## config.mk

```make
export PLATFORM = sky130hd
export DESIGN_NAME = trigger_top
export DESIGN_NICKNAME = d
export VERILOG_FILES = /design/src/trig_regmap_pkg.sv /design/src/trig_types_pkg.sv /design/src/trig_chan_if.sv /design/src/l4_channel.sv /design/src/trig_ctrl_regs.sv /design/src/trig_handler.sv /design/src/trigger_top.sv
export SDC_FILE = /design/constraint.sdc
export NUM_CORES = 1
export LEC_CHECK = 0
export BUFFER_PORTS_ARGS = -buffer_cell sky130_fd_sc_hd__buf_2
export CAP_MARGIN = 20
export CORE_MARGIN = 4
export CORE_UTILIZATION = 35
export DETAILED_ROUTE_END_ITERATION = 10
export PLACE_DENSITY_LB_ADDON = 0.15
export SETUP_SLACK_MARGIN = 0.1
export SLEW_MARGIN = 20
export SYNTH_ARGS = -nofsm -noshare
export SYNTH_HDL_FRONTEND = slang
export SYNTH_SLANG_ARGS = --single-unit
```

## constraint.sdc

```tcl
create_clock -name fclk_i -period 2.8 [get_ports fclk_i]
set_input_delay 0.56 -clock fclk_i [delete_from_list [all_inputs] [get_ports fclk_i]]
set_output_delay 0.56 -clock fclk_i [all_outputs]
set_load 0.02 [all_outputs]
```

## src/trig_regmap_pkg.sv

```systemverilog
package trig_regmap_pkg;

	//////////////////////////////////////////////////
	// Register port types
	//////////////////////////////////////////////////

	// Register address, 16 words.
	typedef logic [3:0] reg_addr_t;

	// Register word.
	typedef logic [15:0] reg_data_t;

	//////////////////////////////////////////////////
	// Address map
	//////////////////////////////////////////////////

	// Control word: channel masks in the low bits, T1 mask on top.
	localparam reg_addr_t ADDR_CTRL = 4'd0;

	// Channel k blocks and delay live at base plus k.
	localparam reg_addr_t ADDR_CHAN_BASE = 4'd1;

	// Channel k counter reads back at base plus k.
	localparam reg_addr_t ADDR_COUNT_BASE = 4'd8;

	//////////////////////////////////////////////////
	// Field positions
	//////////////////////////////////////////////////

	// Global trigger mask bit in the control word.
	localparam int CTRL_T1_MASK_BIT = 15;

	// Channel word fields.
	localparam int CHAN_BLOCKS_LSB = 0;
	localparam int CHAN_DELAY_LSB = 8;

endpackage

```

## src/trig_types_pkg.sv

```systemverilog
package trig_types_pkg;

	//////////////////////////////////////////////////
	// Channel count
	//////////////////////////////////////////////////

	// Default number of level-4 sources.
	// Bit 0 is CPU, bit 1 is CAL, bit 2 is EXT.
	localparam int NUM_CH = 3;

	// Depth of the per-channel alignment shift line.
	localparam int DELAY_STAGES = 15;

	//////////////////////////////////////////////////
	// Datapath types
	//////////////////////////////////////////////////

	// Stretch length in cycles.
	// A value of 0 behaves as 1.
	typedef logic [7:0] blocks_t;

	// Alignment delay in cycles, 0 to 15.
	typedef logic [3:0] delay_t;

	// Accepted-trigger counter, wraps at the top.
	typedef logic [15:0] count_t;

	//////////////////////////////////////////////////
	// Channel state
	//////////////////////////////////////////////////

	// Idle waits for an unmasked flag.
	// Stretch holds the trigger for the programmed blocks.
	typedef enum logic {
		CH_IDLE    = 1'b0,
		CH_STRETCH = 1'b1
	} chan_state_e;

endpackage

```

## src/trig_chan_if.sv

```systemverilog
`timescale 1ns/10ps

interface trig_chan_if;
	import trig_types_pkg::*;

	// Programmed by the register block.
	// Mask high drops the source flag.
	logic mask;
	// Stretch length of an accepted trigger.
	blocks_t blocks;
	// Alignment delay, also reported by the handler.
	delay_t delay;

	// Aligned trigger level from the channel.
	logic active;
	// Aligned first-cycle marker of a trigger.
	logic new_pulse;
	// Running count of accepted triggers.
	count_t accept_count;

	// Register block side.
	modport cfg (
		output mask, blocks, delay,
		input  accept_count
	);

	// Source channel side.
	modport chan (
		input  mask, blocks, delay,
		output active, new_pulse, accept_count
	);

	// Trigger handler side.
	modport sink (
		input active, new_pulse, delay
	);

endinterface

```

## src/l4_channel.sv

```systemverilog
`timescale 1ns/10ps

module l4_channel (
	input  logic      fclk_i,
	input  logic      rst_i,
	input  logic      flag_i,
	trig_chan_if.chan ch
);
	import trig_types_pkg::*;

	// Stretch state.
	chan_state_e state_q;
	// Cycles left in the stretch after the current one.
	blocks_t left_q;
	// Reload value, max(blocks,1) minus one.
	blocks_t stretch_len;
	// First cycle of a stretch.
	logic new_q;
	// Flag taken this edge.
	logic accept;
	// Accepted-trigger counter.
	count_t count_q;
	// Undelayed trigger level.
	logic act_now;
	// Alignment shift lines, stage 1 is one cycle late.
	logic [DELAY_STAGES:1] act_sr;
	logic [DELAY_STAGES:1] new_sr;
	// Tap vectors, index is the delay in cycles.
	logic [DELAY_STAGES:0] act_tap;
	logic [DELAY_STAGES:0] new_tap;

	//////////////////////////////////////////////////
	// Accept and stretch
	//////////////////////////////////////////////////

	// Only an idle channel looks at the flag.
	assign accept = flag_i && !ch.mask && (state_q == CH_IDLE);

	// Zero blocks acts as a single block.
	assign stretch_len = (ch.blocks == '0) ? blocks_t'(0) : ch.blocks - blocks_t'(1);

	always_ff @(posedge fclk_i) begin
		if (rst_i) begin
			state_q <= CH_IDLE;
			new_q <= 1'b0;
		end else begin
			case (state_q)
				CH_IDLE: begin
					new_q <= accept;
					if (accept) begin
						state_q <= CH_STRETCH;
					end
				end
				CH_STRETCH: begin
					// Flags here are ignored.
					new_q <= 1'b0;
					if (left_q == '0) begin
						state_q <= CH_IDLE;
					end
				end
				default: begin
					state_q <= CH_IDLE;
					new_q <= 1'b0;
				end
			endcase
		end
	end

	// Down-counter, loaded on accept and only read while stretching.
	always_ff @(posedge fclk_i) begin
		if (accept) begin
			left_q <= stretch_len;
		end else if (state_q == CH_STRETCH) begin
			left_q <= left_q - blocks_t'(1);
		end
	end

	// The level is simply the stretch state.
	assign act_now = (state_q == CH_STRETCH);

	//////////////////////////////////////////////////
	// Accept counter
	//////////////////////////////////////////////////

	always_ff @(posedge fclk_i) begin
		if (rst_i) begin
			count_q <= '0;
		end else if (accept) begin
			// Wraps silently.
			count_q <= count_q + count_t'(1);
		end
	end

	assign ch.accept_count = count_q;

	//////////////////////////////////////////////////
	// Alignment delay
	//////////////////////////////////////////////////

	// Lines start empty so nothing stale leaks out after reset.
	always_ff @(posedge fclk_i) begin
		if (rst_i) begin
			act_sr <= '0;
			new_sr <= '0;
		end else begin
			act_sr <= {act_sr[DELAY_STAGES-1:1], act_now};
			new_sr <= {new_sr[DELAY_STAGES-1:1], new_q};
		end
	end

	// Tap 0 is the undelayed signal.
	assign act_tap = {act_sr, act_now};
	assign new_tap = {new_sr, new_q};

	// Select at the programmed delay.
	assign ch.active = act_tap[ch.delay];
	assign ch.new_pulse = new_tap[ch.delay];

endmodule

```

## src/trig_ctrl_regs.sv

```systemverilog
`timescale 1ns/10ps

module trig_ctrl_regs #(
	parameter int N_CH = trig_types_pkg::NUM_CH
) (
	input  logic                        fclk_i,
	input  logic                        rst_i,
	input  logic                        cfg_we_i,
	input  trig_regmap_pkg::reg_addr_t  cfg_addr_i,
	input  trig_regmap_pkg::reg_data_t  cfg_wdata_i,
	output trig_regmap_pkg::reg_data_t  cfg_rdata_o,
	output logic                        t1_mask_o,
	trig_chan_if.cfg                    chans [N_CH]
);
	import trig_types_pkg::*;
	import trig_regmap_pkg::*;

	// Channels come out of reset with a one-cycle stretch.
	localparam blocks_t BLOCKS_RESET = blocks_t'(1);

	// Per-channel masks, 1 means masked.
	logic [N_CH-1:0] mask_q;
	// Global trigger mask.
	logic t1_mask_q;
	// Per-channel stretch and alignment settings.
	blocks_t blocks_q [N_CH];
	delay_t delay_q [N_CH];
	// Counters gathered from the channels.
	count_t count_w [N_CH];
	// Readback mux output and its register.
	reg_data_t rd_word;
	reg_data_t rdata_q;

	//////////////////////////////////////////////////
	// Write decode
	//////////////////////////////////////////////////

	// Writes land on the edge of the strobe.
	// Channels see the new values from the next edge.
	always_ff @(posedge fclk_i) begin
		if (rst_i) begin
			mask_q <= '0;
			t1_mask_q <= 1'b0;
			for (int k = 0; k < N_CH; k++) begin
				blocks_q[k] <= BLOCKS_RESET;
				delay_q[k] <= '0;
			end
		end else if (cfg_we_i) begin
			// Control word.
			if (cfg_addr_i == ADDR_CTRL) begin
				mask_q <= cfg_wdata_i[N_CH-1:0];
				t1_mask_q <= cfg_wdata_i[CTRL_T1_MASK_BIT];
			end
			// Channel words, one per source.
			for (int k = 0; k < N_CH; k++) begin
				if (cfg_addr_i == ADDR_CHAN_BASE + reg_addr_t'(k)) begin
					blocks_q[k] <= cfg_wdata_i[CHAN_BLOCKS_LSB +: $bits(blocks_t)];
					delay_q[k] <= cfg_wdata_i[CHAN_DELAY_LSB +: $bits(delay_t)];
				end
			end
		end
	end

	//////////////////////////////////////////////////
	// Channel connections
	//////////////////////////////////////////////////

	for (genvar g = 0; g < N_CH; g++) begin : g_chan
		assign chans[g].mask = mask_q[g];
		assign chans[g].blocks = blocks_q[g];
		assign chans[g].delay = delay_q[g];
		// Counter comes back for readout.
		assign count_w[g] = chans[g].accept_count;
	end

	assign t1_mask_o = t1_mask_q;

	//////////////////////////////////////////////////
	// Readback
	//////////////////////////////////////////////////

	// Unmapped addresses fall through as zero.
	always_comb begin
		rd_word = '0;
		if (cfg_addr_i == ADDR_CTRL) begin
			rd_word[N_CH-1:0] = mask_q;
			rd_word[CTRL_T1_MASK_BIT] = t1_mask_q;
		end
		for (int k = 0; k < N_CH; k++) begin
			if (cfg_addr_i == ADDR_CHAN_BASE + reg_addr_t'(k)) begin
				rd_word[CHAN_BLOCKS_LSB +: $bits(blocks_t)] = blocks_q[k];
				rd_word[CHAN_DELAY_LSB +: $bits(delay_t)] = delay_q[k];
			end
			// Counter words are full width.
			if (cfg_addr_i == ADDR_COUNT_BASE + reg_addr_t'(k)) begin
				rd_word = count_w[k];
			end
		end
	end

	// Address sampled on one edge, data shown after it.
	always_ff @(posedge fclk_i) begin
		if (rst_i) begin
			rdata_q <= '0;
		end else begin
			rdata_q <= rd_word;
		end
	end

	assign cfg_rdata_o = rdata_q;

endmodule

```

## src/trig_handler.sv

```systemverilog
`timescale 1ns/10ps

module trig_handler #(
	parameter int N_CH = trig_types_pkg::NUM_CH
) (
	input  logic                    fclk_i,
	input  logic                    rst_i,
	trig_chan_if.sink               chans [N_CH],
	input  logic                    t1_mask_i,
	input  logic                    readout_ready_i,
	input  logic                    disable_i,
	input  logic                    disable_ce_i,
	output logic                    trig_o,
	output logic [N_CH-1:0]         trig_l4_o,
	output logic [N_CH-1:0]         trig_l4_new_o,
	output trig_types_pkg::delay_t  trig_delay_o
);
	import trig_types_pkg::*;

	// Aligned levels and new markers from the channels.
	logic [N_CH-1:0] act_w;
	logic [N_CH-1:0] new_w;
	delay_t dly_w [N_CH];
	// Disable latch.
	logic dis_q;
	// Global trigger is allowed this cycle.
	logic gate_ok;
	// Delay of the lowest channel with a new pulse.
	delay_t sel_delay;
	// Output registers.
	logic trig_q;
	logic [N_CH-1:0] l4_q;
	logic [N_CH-1:0] l4_new_q;
	delay_t delay_q;

	//////////////////////////////////////////////////
	// Channel gather
	//////////////////////////////////////////////////

	for (genvar g = 0; g < N_CH; g++) begin : g_sink
		assign act_w[g] = chans[g].active;
		assign new_w[g] = chans[g].new_pulse;
		assign dly_w[g] = chans[g].delay;
	end

	//////////////////////////////////////////////////
	// Gating
	//////////////////////////////////////////////////

	// Disable only moves when its strobe is up.
	always_ff @(posedge fclk_i) begin
		if (rst_i) begin
			dis_q <= 1'b0;
		end else if (disable_ce_i) begin
			dis_q <= disable_i;
		end
	end

	// Any one of the three holds back the global trigger.
	assign gate_ok = !t1_mask_i && readout_ready_i && !dis_q;

	// Walk down so the lowest channel wins.
	always_comb begin
		sel_delay = '0;
		for (int k = N_CH - 1; k >= 0; k--) begin
			if (new_w[k]) begin
				sel_delay = dly_w[k];
			end
		end
	end

	//////////////////////////////////////////////////
	// Outputs
	//////////////////////////////////////////////////

	// Channel levels pass ungated; only the global pulse is masked.
	always_ff @(posedge fclk_i) begin
		if (rst_i) begin
			trig_q <= 1'b0;
			l4_q <= '0;
			l4_new_q <= '0;
			delay_q <= '0;
		end else begin
			trig_q <= (|new_w) && gate_ok;
			l4_q <= act_w;
			l4_new_q <= new_w;
			delay_q <= sel_delay;
		end
	end

	assign trig_o = trig_q;
	assign trig_l4_o = l4_q;
	assign trig_l4_new_o = l4_new_q;
	assign trig_delay_o = delay_q;

endmodule

```

## src/trigger_top.sv

```systemverilog
`timescale 1ns/10ps

module trigger_top #(
	parameter int N_CH = trig_types_pkg::NUM_CH
) (
	input  logic                        fclk_i,
	input  logic                        rst_i,
	// Level-4 source flags, CPU, CAL and EXT from bit 0 up.
	input  logic [N_CH-1:0]             l4_flag_i,
	// Register port.
	input  logic                        cfg_we_i,
	input  trig_regmap_pkg::reg_addr_t  cfg_addr_i,
	input  trig_regmap_pkg::reg_data_t  cfg_wdata_i,
	output trig_regmap_pkg::reg_data_t  cfg_rdata_o,
	// Readout side.
	input  logic                        readout_ready_i,
	input  logic                        disable_i,
	input  logic                        disable_ce_i,
	output logic                        trig_o,
	output logic [N_CH-1:0]             trig_l4_o,
	output logic [N_CH-1:0]             trig_l4_new_o,
	output trig_types_pkg::delay_t      trig_delay_o
);

	// Global trigger mask from the control word.
	logic t1_mask;

	// One interface per source.
	trig_chan_if chan_if [N_CH] ();

	//////////////////////////////////////////////////
	// Register block
	//////////////////////////////////////////////////

	trig_ctrl_regs #(
		.N_CH(N_CH)
	) u_regs (
		.fclk_i      (fclk_i),
		.rst_i       (rst_i),
		.cfg_we_i    (cfg_we_i),
		.cfg_addr_i  (cfg_addr_i),
		.cfg_wdata_i (cfg_wdata_i),
		.cfg_rdata_o (cfg_rdata_o),
		.t1_mask_o   (t1_mask),
		.chans       (chan_if)
	);

	//////////////////////////////////////////////////
	// Source channels
	//////////////////////////////////////////////////

	// Each flag bit feeds its own channel.
	for (genvar g = 0; g < N_CH; g++) begin : g_l4
		l4_channel u_chan (
			.fclk_i (fclk_i),
			.rst_i  (rst_i),
			.flag_i (l4_flag_i[g]),
			.ch     (chan_if[g])
		);
	end

	//////////////////////////////////////////////////
	// Trigger handler
	//////////////////////////////////////////////////

	trig_handler #(
		.N_CH(N_CH)
	) u_handler (
		.fclk_i          (fclk_i),
		.rst_i           (rst_i),
		.chans           (chan_if),
		.t1_mask_i       (t1_mask),
		.readout_ready_i (readout_ready_i),
		.disable_i       (disable_i),
		.disable_ce_i    (disable_ce_i),
		.trig_o          (trig_o),
		.trig_l4_o       (trig_l4_o),
		.trig_l4_new_o   (trig_l4_new_o),
		.trig_delay_o    (trig_delay_o)
	);

endmodule
```

==> run_results.csv <==
group,metric,value,unit
route,drc,0,
min_path,hold_start,"disable_i",
worst_setup_path,critPathMaxStageDelay,0.63,ns
floorplanning,io_pins,56,
route,dr.pass1.iters,5,
synth,synth.most_common_cell,"dfxtp_1",
synth,async_reset_ff_share,0,%
floorplanning,die_w,178,um
synth,syn_nets,983,
clocking,cts_root_buffer,"clkbuf_16",
synth,netlist_instances,939,
floorplanning,start_util,35.4,%
clocking,cts_tree,"done",
worst_setup_path,rr_worst_depth,3,
timing,fmaxAchievable,0.455,GHz
placement,place_ws,0.492,ns
synth,synth_fa_ha_area_share,1.84,%
worst_setup_path,path_max_fanout,8,
synth,yosysTopAreaCell,"dfxtp_1",
final_layout,drive_above_1_share,16.5,%
worst_setup_path,crit_path_cell_trace,"or4_1 > o41ai_2 > o22ai_1",
clocking,numClockSinks,236,
synth,yosys.area_share.xor_xnor,6.28,%
route,drtIter0Drc,452,
grt,grt_pass1_wl,39400,um
placement,dp_hpwl,17800,um
clocking,cts_buffers,27,
power,internal-power,6.14,mW
synth,synthTopCellsByCount,"dfxtp_1 (176), nor2b_1 (103), nor2_1 (100), edfxtp_1 (60), xnor2_1 (48)",
synth,synth_top_area_share,34.6,%
clocking,clock_latency,0.53,ns
synth,ys_ff_latch,236,
final_layout,antenna_cells,0,
clocking,post_cts_buffers,0,
clocking,cts_buffer_depth,3,
flow_run,drv_cap,0,
power,p_switching,2.01,mW
synth,synth_area_leaders,"dfxtp_1 (35%), edfxtp_1 (18%), nor2b_1 (6.3%)",
grt,grt_max_degree,66,
worst_setup_path,cp.required,3.05,ns
floorplanning,die_area,31900,um^2
floorplanning,core-area,28700,um^2
final_layout,nFillCells,2828,
placement,io_buffer_count,52,
worst_setup_path,path_delay_family,"compound AO/OA/AOI/OAI gates",
grt,antenna_found_initial,0,
synth,syn-mean-instance-area,10.8,um^2
synth,ys_seq_area_share,52.3,%
worst_setup_path,arrival,2.45,ns
synth,ys_warn_count,0,
synth,synthMuxAreaShare,8.23,%
synth,synth_edf_count,60,
timing,setup_viol,0,
worst_setup_path,critPathKind,"flop to flop",
final_layout,layout.nets,1039,
route,wl_per_cell,18.0,um
power,p_seq_share,48.0,%
timing,hold_violations,0,
worst_setup_path,ff2ff_setup_slack,0.60,ns
final_layout,final_util,41.0,%
clocking,cts_max_level,1,
floorplanning,die_y,178,um
min_path,worstHoldPathCells,3,
timing,fin_tns_setup,0,ns
grt,grt_pass1_vias,6944,
power,leakage,4.36,nW
worst_setup_path,cp_num_buf_inv,0,
power,powerDensity,692,nW/um^2
synth,synth-compound-area-share,8.66,%
clocking,post_cts_resized,0,
timing,setup_ws,0.600,ns
grt,grt-ovfl-total,0,
timing,worst_clock_skew,0.00962,ns
floorplanning,rows,62,
timing,holdWs,0.270,ns
worst_setup_path,startpoint_type,"flop",
worst_setup_path,crit-reg2reg-launch,"u_regs.blocks_q[0][10]",
synth,ys.flop_type,"dfxtp_1",
final_layout,area.growth.synth_to_final,15.8,%
worst_setup_path,slowest_stage,"o41ai_2",
synth,yosys.area_share.simple,19.4,%
placement,routabilityCongestion,0.790,
route,dr_total_vias,7012,
power,swShare,24.6,%
status,status,"complete, no violations",
timing,finalCritPeriodShare,78.6,%
grt,grt_use_total,15.8,%
timing,rsz0062_at_grt,"false",
worst_setup_path,end_kind,"flop",
timing,tightest_slew,0.745,ns
synth,ys_types,50,
synth,synth_top_family_by_area,"simple AND/OR/NAND/NOR gates",
power,p_comb_share,9.0,%
route,drt-total-wl,25200,um
power,ir_worst_vdd,0.455,mV
timing,slew_viol_final,0,
worst_setup_path,regToRegEndpoint,"g_l4[1].u_chan.left_q[4]",
synth,synth_area,10200,um^2
min_path,hold_end,"u_handler.dis_q",
clocking,cts.clk_slew.worst_paths,0.06,ns
power,clkPwrFrac,43.0,%
route,via_per_inst,5.01,
timing,layout_min_cycle_time,2.20,ns
timing,relSlewSlack,49.8,%
clocking,cts_hold_buffers,0,
min_path,hp-class,"input pin to flop",
route,ant_nets,0,
==> routing by layer <==
metal / global-route usage [%] / routed length [um] / vias to the layer above
met5: 0 / 0 / -
met4: 3.77 / 495 / 0
met3: 2.03 / 951 / 33
met2: 25.6 / 11800 / 120
met1: 22.5 / 12000 / 3430
li1: - / - / 3429
==> tightest hold or removal path, delay by kind of cell <==
kind,cells,cell delay [ns]
buffers and inverters,1,0.08
AND/OR/NAND/NOR,1,0.07
multiplexers,1,0.05
==> worst max-delay path by stage <==
stage	start	cells after the start	to	slack [ns]
5_1_grt	u_regs.blocks_q[0][10]	3	g_l4[1].u_chan.left_q[0]	0.48
3_5_place_dp	cfg_addr_i[1]	6	u_regs.cfg_rdata_o[3]	0.49
3_3_place_gp	cfg_addr_i[2]	3	u_regs.delay_q[0][2]	0.50
6_report	u_regs.blocks_q[0][10]	3	g_l4[1].u_chan.left_q[4]	0.60
2_1_floorplan	cfg_addr_i[3]	5	u_regs.blocks_q[0][16]	0.69
4_1_cts	u_regs.delay_q[0][4]	4	u_handler.trig_l4_o[1]	0.58
==> area by class of cell <==
class                           instances  area [um^2]  area share [%]
Clock buffer                           38          801            6.80
Clock inverter                         12         98.8           0.839
Inverter                               31          116           0.988
Multi-Input combinational cell        626         4520            38.4
Sequential cell                       236         5330            45.2
Tap cell                              384          480            4.08
Timing Repair Buffer                   73          437            3.71
==> power groups by stage <==
| stage | registers (mW) | logic, mW | clock network (mW) |
|---|---|---|---|
| after floorplan | 3.92 | 0.551 | 0 |
| after global placement | 3.99 | 0.735 | 0 |
| after detailed placement | 3.99 | 0.735 | 0 |
| after CTS | 3.92 | 0.742 | 3.61 |
| after global routing | 3.94 | 0.816 | 3.74 |
| final | 3.92 | 0.733 | 3.50 |
==> logic make-up after synthesis <==
kind of cell | Yosys count
AO/OA/AOI/OAI | 130
XOR/XNOR | 73
adder cells (fa/ha/maj) | 15
buffers and inverters | 77
flip-flops | 236
multiplexers | 51
AND/OR/NAND/NOR | 357
==> placed cells by master, fill, tap and decap left out, types with 6 or more instances in the layout <==
cell type	Yosys	layout
a21o_1	9	9
a21oi_1	33	33
a22oi_1	22	22
and2_1	11	11
and3_1	7	7
and4_1	6	6
buf_2	4	51
buf_4	2	20
clkbuf_16	0	29
clkinv_2	0	6
dfxtp_1	176	176
edfxtp_1	60	60
ha_1	15	15
inv_1	31	31
mux2_2	8	8
mux2i_1	18	18
mux4_2	24	24
nand2_1	41	41
nand3_1	8	8
nand4_1	14	14
nor2_1	100	100
nor2b_1	103	103
nor3_1	12	12
nor4_1	10	10
nor4b_1	8	8
o21ai_0	25	25
o22ai_1	25	25
or3_1	8	8
or4_1	6	6
xnor2_1	48	48
xor2_1	25	25
==> sequential cells by signal (all words and copies together) (netlist names), 4 cells and up <==
signal	flops
g_l4.u_chan.left_q	24
g_l4.u_chan.act_sr	45
g_l4.u_chan.ch.accept_count	48
u_regs.blocks_q	24
u_regs.cfg_rdata_o	16
u_handler.trig_delay_o	4
u_regs.delay_q	12
g_l4.u_chan.new_sr	45
==> through the flow <==
step | power [mW] | std cells | area [um^2]
finish | 8.15 | 1400 | 11800
global route | 8.50 | 1400 | 11800
CTS | 8.27 | 1400 | 11800
detailed placement | 4.73 | 1350 | 10900
global placement | 4.72 | 1350 | 10900
floorplan | 4.47 | 939 | 10200
Power figures use the tool's default switching activity.
